==> src/hdl/wiscPkg.sv <==
/*
   Opcodes, NOP word and instruction formats of the 16-bit teaching ISA subset.
   Immediates and displacements are sign-extended. SUB and SUBI compute the second
   operand minus Rs. Data memory is word addressed and indexed by the low address bits.
*/
package wiscPkg;

    // Major opcodes, instruction bits [15:11]
    localparam logic [4:0] OP_HALT  = 5'b00000;
    localparam logic [4:0] OP_NOP   = 5'b00001;
    localparam logic [4:0] OP_J     = 5'b00100;
    localparam logic [4:0] OP_JR    = 5'b00101;
    // ADDI, SUBI, XORI, ANDNI in the low two bits
    localparam logic [4:0] OP_IMM   = 5'b01000;
    // BEQZ, BNEZ, BLTZ, BGEZ in the low two bits
    localparam logic [4:0] OP_BR    = 5'b01100;
    localparam logic [4:0] OP_ST    = 5'b10000;
    localparam logic [4:0] OP_LD    = 5'b10001;
    // ADD, SUB, XOR, ANDN in the function field
    localparam logic [4:0] OP_ARITH = 5'b11011;

    localparam logic [15:0] NOP_INST = {OP_NOP, 11'b0};

    localparam int DMEM_WORDS     = 256;
    localparam int DMEM_ADDR_BITS = $clog2(DMEM_WORDS);

    // Every view shares the opcode and Rs positions
    typedef union packed {
        struct packed {
            logic [4:0] opcode;
            logic [2:0] rs;
            logic [2:0] rt;
            logic [2:0] rd;
            logic [1:0] func;
        } regFmt;
        struct packed {
            logic [4:0] opcode;
            logic [2:0] rs;
            logic [2:0] rd;
            logic [4:0] imm;
        } immFmt;
        // J takes {rs, disp} as an 11-bit displacement
        struct packed {
            logic [4:0] opcode;
            logic [2:0] rs;
            logic [7:0] disp;
        } brFmt;
    } instrT;

endpackage

==> src/hdl/decodeStage.sv <==
/*
   Eight-entry register file, written from W on the clock edge with no read bypass.
   Registers clear to zero on reset. J reads no register and resolves in execute
   as BEQZ on a zero operand.
*/
`timescale 1ns/1ps
module decodeStage (
    input  logic           clk,
    input  logic           rstN,
    input  wiscPkg::instrT instD,
    input  logic [15:0]    pcD,
    input  logic           branchInstD,
    input  logic           haltD,
    input  logic           wbEn,
    input  logic [2:0]     wbReg,
    input  logic [15:0]    wbData,
    output logic           regWrtD,
    output logic [2:0]     wrtRegD,
    output logic [15:0]    rsVal,
    output logic [15:0]    rtVal,
    output logic [15:0]    immX,
    output logic [2:0]     aluOpX,
    output logic           regWrtX,
    output logic [2:0]     wrtRegX,
    output logic           memRdX,
    output logic           memWrX,
    output logic           branchInstX,
    output logic [1:0]     brCondX,
    output logic           jumpRegX,
    output logic           pcRelX,
    output logic           haltX,
    output logic [15:0]    pcX
);
    import wiscPkg::*;

    logic [15:0] regFile [8];
    logic [4:0]  opc;
    logic        isArith;
    logic        isImm;
    logic        isBr;
    logic        isJ;
    logic        isJr;
    logic        isSt;
    logic        isLd;
    logic [15:0] immD;
    logic [2:0]  aluOpD;

    assign opc     = instD.regFmt.opcode;
    assign isArith = (opc == OP_ARITH);
    assign isImm   = (opc[4:2] == OP_IMM[4:2]);
    assign isBr    = (opc[4:2] == OP_BR[4:2]);
    assign isJ     = (opc == OP_J);
    assign isJr    = (opc == OP_JR);
    assign isSt    = (opc == OP_ST);
    assign isLd    = (opc == OP_LD);

    // Also feeds the hazard check in fetch
    assign regWrtD = isArith || isImm || isLd;
    assign wrtRegD = isArith ? instD.regFmt.rd : instD.immFmt.rd;

    always_comb begin
        if (isJ) begin
            immD = {{5{instD.brFmt.rs[2]}}, instD.brFmt.rs, instD.brFmt.disp};
        end else if (isBr || isJr) begin
            immD = {{8{instD.brFmt.disp[7]}}, instD.brFmt.disp};
        end else begin
            immD = {{11{instD.immFmt.imm[4]}}, instD.immFmt.imm};
        end
    end

    // Bit 2 selects the immediate operand and ST and LD use the add
    always_comb begin
        if (isArith) begin
            aluOpD = {1'b0, instD.regFmt.func};
        end else if (isImm) begin
            aluOpD = {1'b1, opc[1:0]};
        end else begin
            aluOpD = 3'b100;
        end
    end

    always_ff @(posedge clk) begin
        if (!rstN) begin
            for (int i = 0; i < 8; i++) begin
                regFile[i] <= '0;
            end
        end else if (wbEn) begin
            regFile[wbReg] <= wbData;
        end
    end

    always_ff @(posedge clk) begin
        if (!rstN) begin
            regWrtX     <= 1'b0;
            memRdX      <= 1'b0;
            memWrX      <= 1'b0;
            branchInstX <= 1'b0;
            jumpRegX    <= 1'b0;
            pcRelX      <= 1'b0;
            haltX       <= 1'b0;
        end else begin
            regWrtX     <= regWrtD;
            memRdX      <= isLd;
            memWrX      <= isSt;
            branchInstX <= branchInstD;
            jumpRegX    <= isJr;
            pcRelX      <= isBr || isJ;
            haltX       <= haltD;
        end
    end

    // For ST the Rt slot holds the store data register in the bits of immFmt.rd
    always_ff @(posedge clk) begin
        rsVal   <= isJ ? 16'h0000 : regFile[instD.regFmt.rs];
        rtVal   <= regFile[instD.regFmt.rt];
        immX    <= immD;
        aluOpX  <= aluOpD;
        wrtRegX <= wrtRegD;
        brCondX <= opc[1:0];
        pcX     <= pcD;
    end

endmodule

==> src/hdl/executeStage.sv <==
/*
   ALU, memory address adder and branch resolution. Redirect is combinational
   and valid only in the cycle the control instruction sits in X.
*/
`timescale 1ns/1ps
module executeStage (
    input  logic        clk,
    input  logic        rstN,
    input  logic [15:0] rsVal,
    input  logic [15:0] rtVal,
    input  logic [15:0] immX,
    input  logic [2:0]  aluOpX,
    input  logic        regWrtX,
    input  logic [2:0]  wrtRegX,
    input  logic        memRdX,
    input  logic        memWrX,
    input  logic        branchInstX,
    input  logic [1:0]  brCondX,
    input  logic        jumpRegX,
    input  logic        pcRelX,
    input  logic        haltX,
    input  logic [15:0] pcX,
    output logic        redirect,
    output logic [15:0] redirectPc,
    output logic [15:0] aluResM,
    output logic [15:0] storeValM,
    output logic        regWrtM,
    output logic [2:0]  wrtRegM,
    output logic        memRdM,
    output logic        memWrM,
    output logic        haltM
);

    logic [15:0] aluB;
    logic [15:0] aluRes;
    logic        condMet;

    assign aluB = aluOpX[2] ? immX : rtVal;

    always_comb begin
        case (aluOpX[1:0])
            2'b00:   aluRes = rsVal + aluB;
            2'b01:   aluRes = aluB - rsVal;
            2'b10:   aluRes = rsVal ^ aluB;
            default: aluRes = rsVal & ~aluB;
        endcase
    end

    // EQZ, NEZ, LTZ, GEZ on Rs
    always_comb begin
        case (brCondX)
            2'b00:   condMet = (rsVal == 16'h0000);
            2'b01:   condMet = (rsVal != 16'h0000);
            2'b10:   condMet = rsVal[15];
            default: condMet = !rsVal[15];
        endcase
    end

    assign redirect   = branchInstX && (jumpRegX || condMet);
    assign redirectPc = (pcRelX ? pcX : rsVal) + immX;

    always_ff @(posedge clk) begin
        if (!rstN) begin
            regWrtM <= 1'b0;
            memRdM  <= 1'b0;
            memWrM  <= 1'b0;
            haltM   <= 1'b0;
        end else begin
            regWrtM <= regWrtX;
            memRdM  <= memRdX;
            memWrM  <= memWrX;
            haltM   <= haltX;
        end
    end

    always_ff @(posedge clk) begin
        aluResM   <= aluRes;
        storeValM <= rtVal;
        wrtRegM   <= wrtRegX;
    end

endmodule

==> src/hdl/fetchStage.sv <==
/*
   Word-addressed PC fetching from a combinational instruction ROM.
   A redirect wins over a stall. After a HALT passes, only NOPs are issued.
*/
`timescale 1ns/1ps
module fetchStage (
    input  logic           clk,
    input  logic           rstN,
    input  logic [15:0]    imemData,
    input  logic           redirect,
    input  logic [15:0]    redirectPc,
    input  logic           regWrtD,
    input  logic           regWrtX,
    input  logic           regWrtM,
    input  logic           regWrtW,
    input  logic [2:0]     wrtRegD,
    input  logic [2:0]     wrtRegX,
    input  logic [2:0]     wrtRegM,
    input  logic [2:0]     wrtRegW,
    input  logic           branchInstX,
    output logic [15:0]    imemAddr,
    output wiscPkg::instrT instD,
    output logic [15:0]    pcD,
    output logic           branchInstD,
    output logic           haltD
);
    import wiscPkg::*;

    logic [15:0] pc;
    logic        haltSeen;
    instrT       nextInst;
    logic        pcNop;
    logic        branchInstF;
    logic        haltF;

    hazardDet hazardDet_inst (
        .fetchInst   (imemData),
        .regWrtD     (regWrtD),
        .regWrtX     (regWrtX),
        .regWrtM     (regWrtM),
        .regWrtW     (regWrtW),
        .wrtRegD     (wrtRegD),
        .wrtRegX     (wrtRegX),
        .wrtRegM     (wrtRegM),
        .wrtRegW     (wrtRegW),
        .branchInstD (branchInstD),
        .branchInstX (branchInstX),
        .haltSeen    (haltSeen),
        .nextInst    (nextInst),
        .pcNop       (pcNop),
        .branchInstF (branchInstF),
        .haltF       (haltF)
    );

    assign imemAddr = pc;

    always_ff @(posedge clk) begin
        if (!rstN) begin
            pc          <= '0;
            haltSeen    <= 1'b0;
            instD       <= NOP_INST;
            branchInstD <= 1'b0;
            haltD       <= 1'b0;
        end else begin
            if (redirect) begin
                pc <= redirectPc;
            end else if (!pcNop) begin
                pc <= pc + 16'd1;
            end
            haltSeen    <= haltSeen || haltF;
            instD       <= nextInst;
            branchInstD <= branchInstF;
            haltD       <= haltF;
        end
    end

    // Sequential PC of the word in D used as the base of PC-relative targets
    always_ff @(posedge clk) begin
        pcD <= pc + 16'd1;
    end

endmodule

==> src/hdl/hazardDet.sv <==
/*
   Stalls fetch on a RAW match against any older writing stage, and while a
   control-flow instruction sits in D or X. No forwarding, so W is checked too.
   A stalled fetch is replaced by NOP_INST and the PC is held.
*/
`timescale 1ns/1ps
module hazardDet (
    input  wiscPkg::instrT fetchInst,
    input  logic           regWrtD,
    input  logic           regWrtX,
    input  logic           regWrtM,
    input  logic           regWrtW,
    input  logic [2:0]     wrtRegD,
    input  logic [2:0]     wrtRegX,
    input  logic [2:0]     wrtRegM,
    input  logic [2:0]     wrtRegW,
    input  logic           branchInstD,
    input  logic           branchInstX,
    input  logic           haltSeen,
    output wiscPkg::instrT nextInst,
    output logic           pcNop,
    output logic           branchInstF,
    output logic           haltF
);
    import wiscPkg::*;

    logic [4:0] opc;
    logic       isCtrl;
    logic       readsRs;
    logic       readsMid;
    logic       rsBusy;
    logic       midBusy;

    // True when an older stage will still write this register
    function automatic logic pending(input logic [2:0] r);
        return (regWrtD && r == wrtRegD) || (regWrtX && r == wrtRegX) ||
               (regWrtM && r == wrtRegM) || (regWrtW && r == wrtRegW);
    endfunction

    assign opc = fetchInst.regFmt.opcode;

    always_comb begin
        isCtrl   = 1'b0;
        readsRs  = 1'b0;
        readsMid = 1'b0;
        if (opc == OP_J) begin
            isCtrl = 1'b1;
        end else if (opc == OP_JR || opc[4:2] == OP_BR[4:2]) begin
            isCtrl  = 1'b1;
            readsRs = 1'b1;
        end else if (opc[4:2] == OP_IMM[4:2] || opc == OP_LD) begin
            readsRs = 1'b1;
        end else if (opc == OP_ARITH || opc == OP_ST) begin
            readsRs  = 1'b1;
            readsMid = 1'b1;
        end
    end

    // Middle field is Rt for arithmetic and the data register for ST
    assign rsBusy  = readsRs && pending(fetchInst.regFmt.rs);
    assign midBusy = readsMid && pending(fetchInst.regFmt.rt);

    assign pcNop       = rsBusy || midBusy || branchInstD || branchInstX || haltSeen;
    assign nextInst    = pcNop ? NOP_INST : fetchInst;
    assign branchInstF = isCtrl && !pcNop;
    assign haltF       = (opc == OP_HALT) && !pcNop;

endmodule

==> src/hdl/memStage.sv <==
/*
   Word-addressed data memory with a combinational read and a clocked write.
   Contents are not cleared by reset. halted is sticky once a HALT reaches W.
*/
`timescale 1ns/1ps
module memStage (
    input  logic        clk,
    input  logic        rstN,
    input  logic [15:0] aluResM,
    input  logic [15:0] storeValM,
    input  logic        regWrtM,
    input  logic [2:0]  wrtRegM,
    input  logic        memRdM,
    input  logic        memWrM,
    input  logic        haltM,
    output logic        wbEn,
    output logic [2:0]  wbReg,
    output logic [15:0] wbData,
    output logic        halted
);
    import wiscPkg::*;

    logic [15:0]               dmem [DMEM_WORDS];
    logic [DMEM_ADDR_BITS-1:0] addr;

    assign addr = aluResM[DMEM_ADDR_BITS-1:0];

    always_ff @(posedge clk) begin
        if (memWrM) begin
            dmem[addr] <= storeValM;
        end
    end

    always_ff @(posedge clk) begin
        if (!rstN) begin
            wbEn   <= 1'b0;
            halted <= 1'b0;
        end else begin
            wbEn   <= regWrtM;
            halted <= halted || haltM;
        end
    end

    always_ff @(posedge clk) begin
        wbReg  <= wrtRegM;
        wbData <= memRdM ? dmem[addr] : aluResM;
    end

endmodule

==> src/hdl/wiscPipe.sv <==
/*
   Five-stage in-order pipeline without forwarding. Instruction memory is external
   and must answer imemAddr combinationally in the same cycle.
*/
`timescale 1ns/1ps
module wiscPipe (
    input  logic        clk,
    input  logic        rstN,
    output logic [15:0] imemAddr,
    input  logic [15:0] imemData,
    output logic        wbEn,
    output logic [2:0]  wbReg,
    output logic [15:0] wbData,
    output logic        halted
);

    // Fetch to decode
    logic [15:0] instD;
    logic [15:0] pcD;
    logic        branchInstD;
    logic        haltD;
    logic        regWrtD;
    logic [2:0]  wrtRegD;

    // Decode to execute
    logic [15:0] rsVal;
    logic [15:0] rtVal;
    logic [15:0] immX;
    logic [2:0]  aluOpX;
    logic        regWrtX;
    logic [2:0]  wrtRegX;
    logic        memRdX;
    logic        memWrX;
    logic        branchInstX;
    logic [1:0]  brCondX;
    logic        jumpRegX;
    logic        pcRelX;
    logic        haltX;
    logic [15:0] pcX;

    // Execute to memory, and back to fetch
    logic        redirect;
    logic [15:0] redirectPc;
    logic [15:0] aluResM;
    logic [15:0] storeValM;
    logic        regWrtM;
    logic [2:0]  wrtRegM;
    logic        memRdM;
    logic        memWrM;
    logic        haltM;

    fetchStage fetchStage_inst (
        .clk         (clk),
        .rstN        (rstN),
        .imemData    (imemData),
        .redirect    (redirect),
        .redirectPc  (redirectPc),
        .regWrtD     (regWrtD),
        .regWrtX     (regWrtX),
        .regWrtM     (regWrtM),
        .regWrtW     (wbEn),
        .wrtRegD     (wrtRegD),
        .wrtRegX     (wrtRegX),
        .wrtRegM     (wrtRegM),
        .wrtRegW     (wbReg),
        .branchInstX (branchInstX),
        .imemAddr    (imemAddr),
        .instD       (instD),
        .pcD         (pcD),
        .branchInstD (branchInstD),
        .haltD       (haltD)
    );

    decodeStage decodeStage_inst (
        .clk         (clk),
        .rstN        (rstN),
        .instD       (instD),
        .pcD         (pcD),
        .branchInstD (branchInstD),
        .haltD       (haltD),
        .wbEn        (wbEn),
        .wbReg       (wbReg),
        .wbData      (wbData),
        .regWrtD     (regWrtD),
        .wrtRegD     (wrtRegD),
        .rsVal       (rsVal),
        .rtVal       (rtVal),
        .immX        (immX),
        .aluOpX      (aluOpX),
        .regWrtX     (regWrtX),
        .wrtRegX     (wrtRegX),
        .memRdX      (memRdX),
        .memWrX      (memWrX),
        .branchInstX (branchInstX),
        .brCondX     (brCondX),
        .jumpRegX    (jumpRegX),
        .pcRelX      (pcRelX),
        .haltX       (haltX),
        .pcX         (pcX)
    );

    executeStage executeStage_inst (
        .clk         (clk),
        .rstN        (rstN),
        .rsVal       (rsVal),
        .rtVal       (rtVal),
        .immX        (immX),
        .aluOpX      (aluOpX),
        .regWrtX     (regWrtX),
        .wrtRegX     (wrtRegX),
        .memRdX      (memRdX),
        .memWrX      (memWrX),
        .branchInstX (branchInstX),
        .brCondX     (brCondX),
        .jumpRegX    (jumpRegX),
        .pcRelX      (pcRelX),
        .haltX       (haltX),
        .pcX         (pcX),
        .redirect    (redirect),
        .redirectPc  (redirectPc),
        .aluResM     (aluResM),
        .storeValM   (storeValM),
        .regWrtM     (regWrtM),
        .wrtRegM     (wrtRegM),
        .memRdM      (memRdM),
        .memWrM      (memWrM),
        .haltM       (haltM)
    );

    // Its output register is the W stage
    memStage memStage_inst (
        .clk       (clk),
        .rstN      (rstN),
        .aluResM   (aluResM),
        .storeValM (storeValM),
        .regWrtM   (regWrtM),
        .wrtRegM   (wrtRegM),
        .memRdM    (memRdM),
        .memWrM    (memWrM),
        .haltM     (haltM),
        .wbEn      (wbEn),
        .wbReg     (wbReg),
        .wbData    (wbData),
        .halted    (halted)
    );

endmodule

==> config.mk <==
export PLATFORM = sky130hd
export DESIGN_NAME = wiscPipe
export DESIGN_NICKNAME = d
export VERILOG_FILES = /design/src/hdl/wiscPkg.sv /design/src/hdl/decodeStage.sv /design/src/hdl/executeStage.sv /design/src/hdl/fetchStage.sv /design/src/hdl/hazardDet.sv /design/src/hdl/memStage.sv /design/src/hdl/wiscPipe.sv
export SDC_FILE = /design/constraint.sdc
export NUM_CORES = 2
export LEC_CHECK = 0
export BUFFER_PORTS_ARGS = -buffer_cell sky130_fd_sc_hd__clkbuf_2
export CAP_MARGIN = 40
export CELL_PAD_IN_SITES_DETAIL_PLACEMENT = 1
export CELL_PAD_IN_SITES_GLOBAL_PLACEMENT = 1
export CORE_ASPECT_RATIO = 1.75
export CORE_MARGIN = 4
export CORE_UTILIZATION = 30
export DETAILED_ROUTE_END_ITERATION = 10
export PLACE_DENSITY = 0.47
export SETUP_SLACK_MARGIN = 0.4
export SYNTH_ARGS = -nofsm -noshare
export SYNTH_HDL_FRONTEND = slang
export SYNTH_MEMORY_MAX_BITS = 65536
export SYNTH_SLANG_ARGS = --single-unit
==> constraint.sdc <==
create_clock -name clk -period 4.7 [get_ports clk]
set_input_delay 0.47 -clock clk [delete_from_list [all_inputs] [get_ports clk]]
set_output_delay 0.47 -clock clk [all_outputs]
set_load 0.01 [all_outputs]
==> reports/qor.txt <==
Final nets = 8695
Filler cells = 55319
largest register by flop count = memStage_inst.dmem
Total GRT Usage = 19.8%
Post-CTS Setup Inserts = 0
Worst-Skew Late Latency = 0.99 ns
final hold viol count = 0
leakage = 0.0635 uW
Critical Path End Type = register
Max clock buf depth = 4
register bit total from synthesis = 4409
first-pass GRT wire length = 808000 um
Post-synth EDFFs = 4224
most frequent cells in the layout = edfxtp_1, mux4_2, buf_4
per-cell routed wire length = 35.7 um
layout cells sized above 1 = 33.8%
root buf cell = clkbuf_16
Vias/cell = 5.10
worst path required time = 5.58 ns
syn_area_per_cell = 21.9 um^2
First-pass DRT Iterations = 5
YS warnings = 0
Worst Tran Pin Value = 1.18 ns
Hold WC Path Type = input port to register
Clock Sinks = 4409
pwr dens = 536 mW/mm^2
prevailing post-synth register cell = edfxtp_1
clock skew = 0.0746 ns
Mapped Nets = 7893
GRT overflow = 0
Initial Util = 30.1%
Final min period = 4.30 ns
maximum fanout along the worst path = 53
num rows = 367
startpoint types = register
DRC Markers = 0
Setup Total Neg Slack = 0 ns
GPL Wtd Cong = 0.849
Tot Pwr = 108000 uW
Mapped Area = 0.172 mm^2
DPL Wire Length = 390000 um
Core Area = 0.570 mm^2
largest net degree at the start of global routing = 165
Initial DRC Count = 7359
I/O Buffers = 54
DRT Wirelength = 592000 um
CP Class = register to register
Max Clk Rate = 0.232 GHz
Die H = 1010 um
dpl cells = 15760
synth unique cells = 76
Setup Viol. Count Final = 0
IO Count = 55
status = finished clean
clock slew at reported path FFs = 0.07 ns
initial antenna violation count = 28
Finished Layout Cells = 16562
Largest register FFs = 4096
clock tree from TritonCTS = done
biggest regs = memStage_inst.dmem (4096), decodeStage_inst.regFile (128)
RSZ-0062 raised after global routing = no
commonest non-fill, non-tap cell in the layout = edfxtp_1
CTS H-tree depth = 5
max_slew headroom = 21.6%
area delta synth->final = 17.4%
FFs w/ async S/R, synth = 0%
max cap viols = 0
post-synthesis cell count = 7826
vias in the first global route = 92273
Die Wd = 580 um
Peak VDD IR = 357 uV
number of buffers created by CTS = 412
Die Area = 0.585 mm^2
post-route ant nets = 0
sequential area share after synthesis = 76.1%
max-slew violations = 0
Vias = 84549
fin crit share = 91.5%
CP Data Arrival Time = 5.18 ns
[per-layer routing]
layer  vias to the layer above  GRT usage [%]  part of all wire (%)
met5                         -              0                0.0073
met4                         6           9.35                   5.5
met3                       727           2.09                   3.7
met2                      2181           37.9                    55
met1                     47151           21.8                    35
li1                      34484              -                     -
[metrics by stage]
step | setup WS (ns) | hold WS (ns) | cell area (um^2) | utilization, %
after global routing | 0.382 | 0.259 | 201000 | 35.3
after detailed placement | 0.166 | 0.314 | 188000 | 32.9
final | 0.399 | 0.278 | 201000 | 35.3
after global placement | 0.0213 | 0.318 | 187000 | 32.8
after CTS | 0.452 | 0.187 | 201000 | 35.3
after floorplan | 0.466 | 0.310 | 172000 | -
[cell usage after synthesis, drive strengths merged (6+ instances only)]
library cell,count,area share (%)
or3,10,0.042
inv,40,0.087
a21o,11,0.048
a221oi,9,0.046
a22o,18,0.092
o22ai,39,0.14
clkbuf,209,0.46
o32ai,17,0.087
a211oi,19,0.083
and2,147,0.54
nand2b,20,0.073
nand4,28,0.10
mux4,1245,16
o31ai,10,0.044
o21ai,75,0.22
buf,233,0.72
a211o,6,0.031
a22oi,68,0.30
o21a,9,0.039
nor3,48,0.14
nand3,72,0.21
a21oi,81,0.24
nor2,342,0.75
dfxtp,185,2.2
o211ai,6,0.026
nor4,18,0.066
nor3b,6,0.026
o2111ai,6,0.031
edfxtp,4224,74
a31oi,9,0.033
o32a,6,0.035
mux2,33,0.22
xnor2,45,0.23
xor2,31,0.16
ha,47,0.34
and3,32,0.12
nand2,139,0.30
nor2b,28,0.10
mux2i,175,1.0
a311oi,7,0.036
[critical path, stage by stage, from the launching register on]
cell and delay [ns]:
dfxtp_4 0.70, buf_12 0.33, buf_16 0.37, mux4_2 0.58
mux4_2 0.74, a22oi_1 0.46, nand4_1 0.44, buf_4 0.29
o22a_1 0.15
[report_power, final]
part	switching (uW)	total, uW	internal [uW]
clock	15600	34600	19100
sequential	1090	45300	44300
combinational	17700	28100	10300
[logic make-up after synthesis]
| group | after synthesis | synth area share (%) |
|---|---|---|
| XOR/XNOR | 76 | 0.388 |
| buffers and inverters | 482 | 1.27 |
| AO/OA/AOI/OAI | 436 | 1.73 |
| adder cells (fa/ha/maj) | 49 | 0.366 |
| flip-flops | 4409 | 76.1 |
| AND/OR/NAND/NOR | 921 | 2.62 |
| multiplexers | 1453 | 17.6 |
[area by class of cell]
cell class / count / area (um^2) / area share, %
inverter: 40 / 158 / 0.0782
sequential: 4409 / 131000 / 64.8
clock buffer: 493 / 10700 / 5.34
timing repair buffer: 830 / 7680 / 3.81
clock inverter: 266 / 2940 / 1.46
multi-input combinational: 2935 / 39800 / 19.8
antenna: 25 / 62.6 / 0.0311
tap: 7564 / 9460 / 4.70
[path summary, 6_finish.rpt]
path	slack, ns	to	start	depth (start not counted)
worst max-delay path	0.40	memStage_inst.wbData[15]	executeStage_inst.aluResM[0]	8
worst min-delay path	0.28	fetchStage_inst.instD[1]	imemData[1]	3
worst min register to register	0.33	decodeStage_inst.pcX[8]	fetchStage_inst.pcD[8]	0
worst max register to register	0.40	memStage_inst.wbData[15]	executeStage_inst.aluResM[0]	8
[repair_timing]
| action | CTS | global route |
|---|---|---|
| endpoints found under the setup margin | 5 | 1 |
| hold buffers | 17 | 0 |
| resized for setup | 5 | 1 |
| hold endpoints to repair | 21 | 0 |
Power figures use the tool's default switching activity.
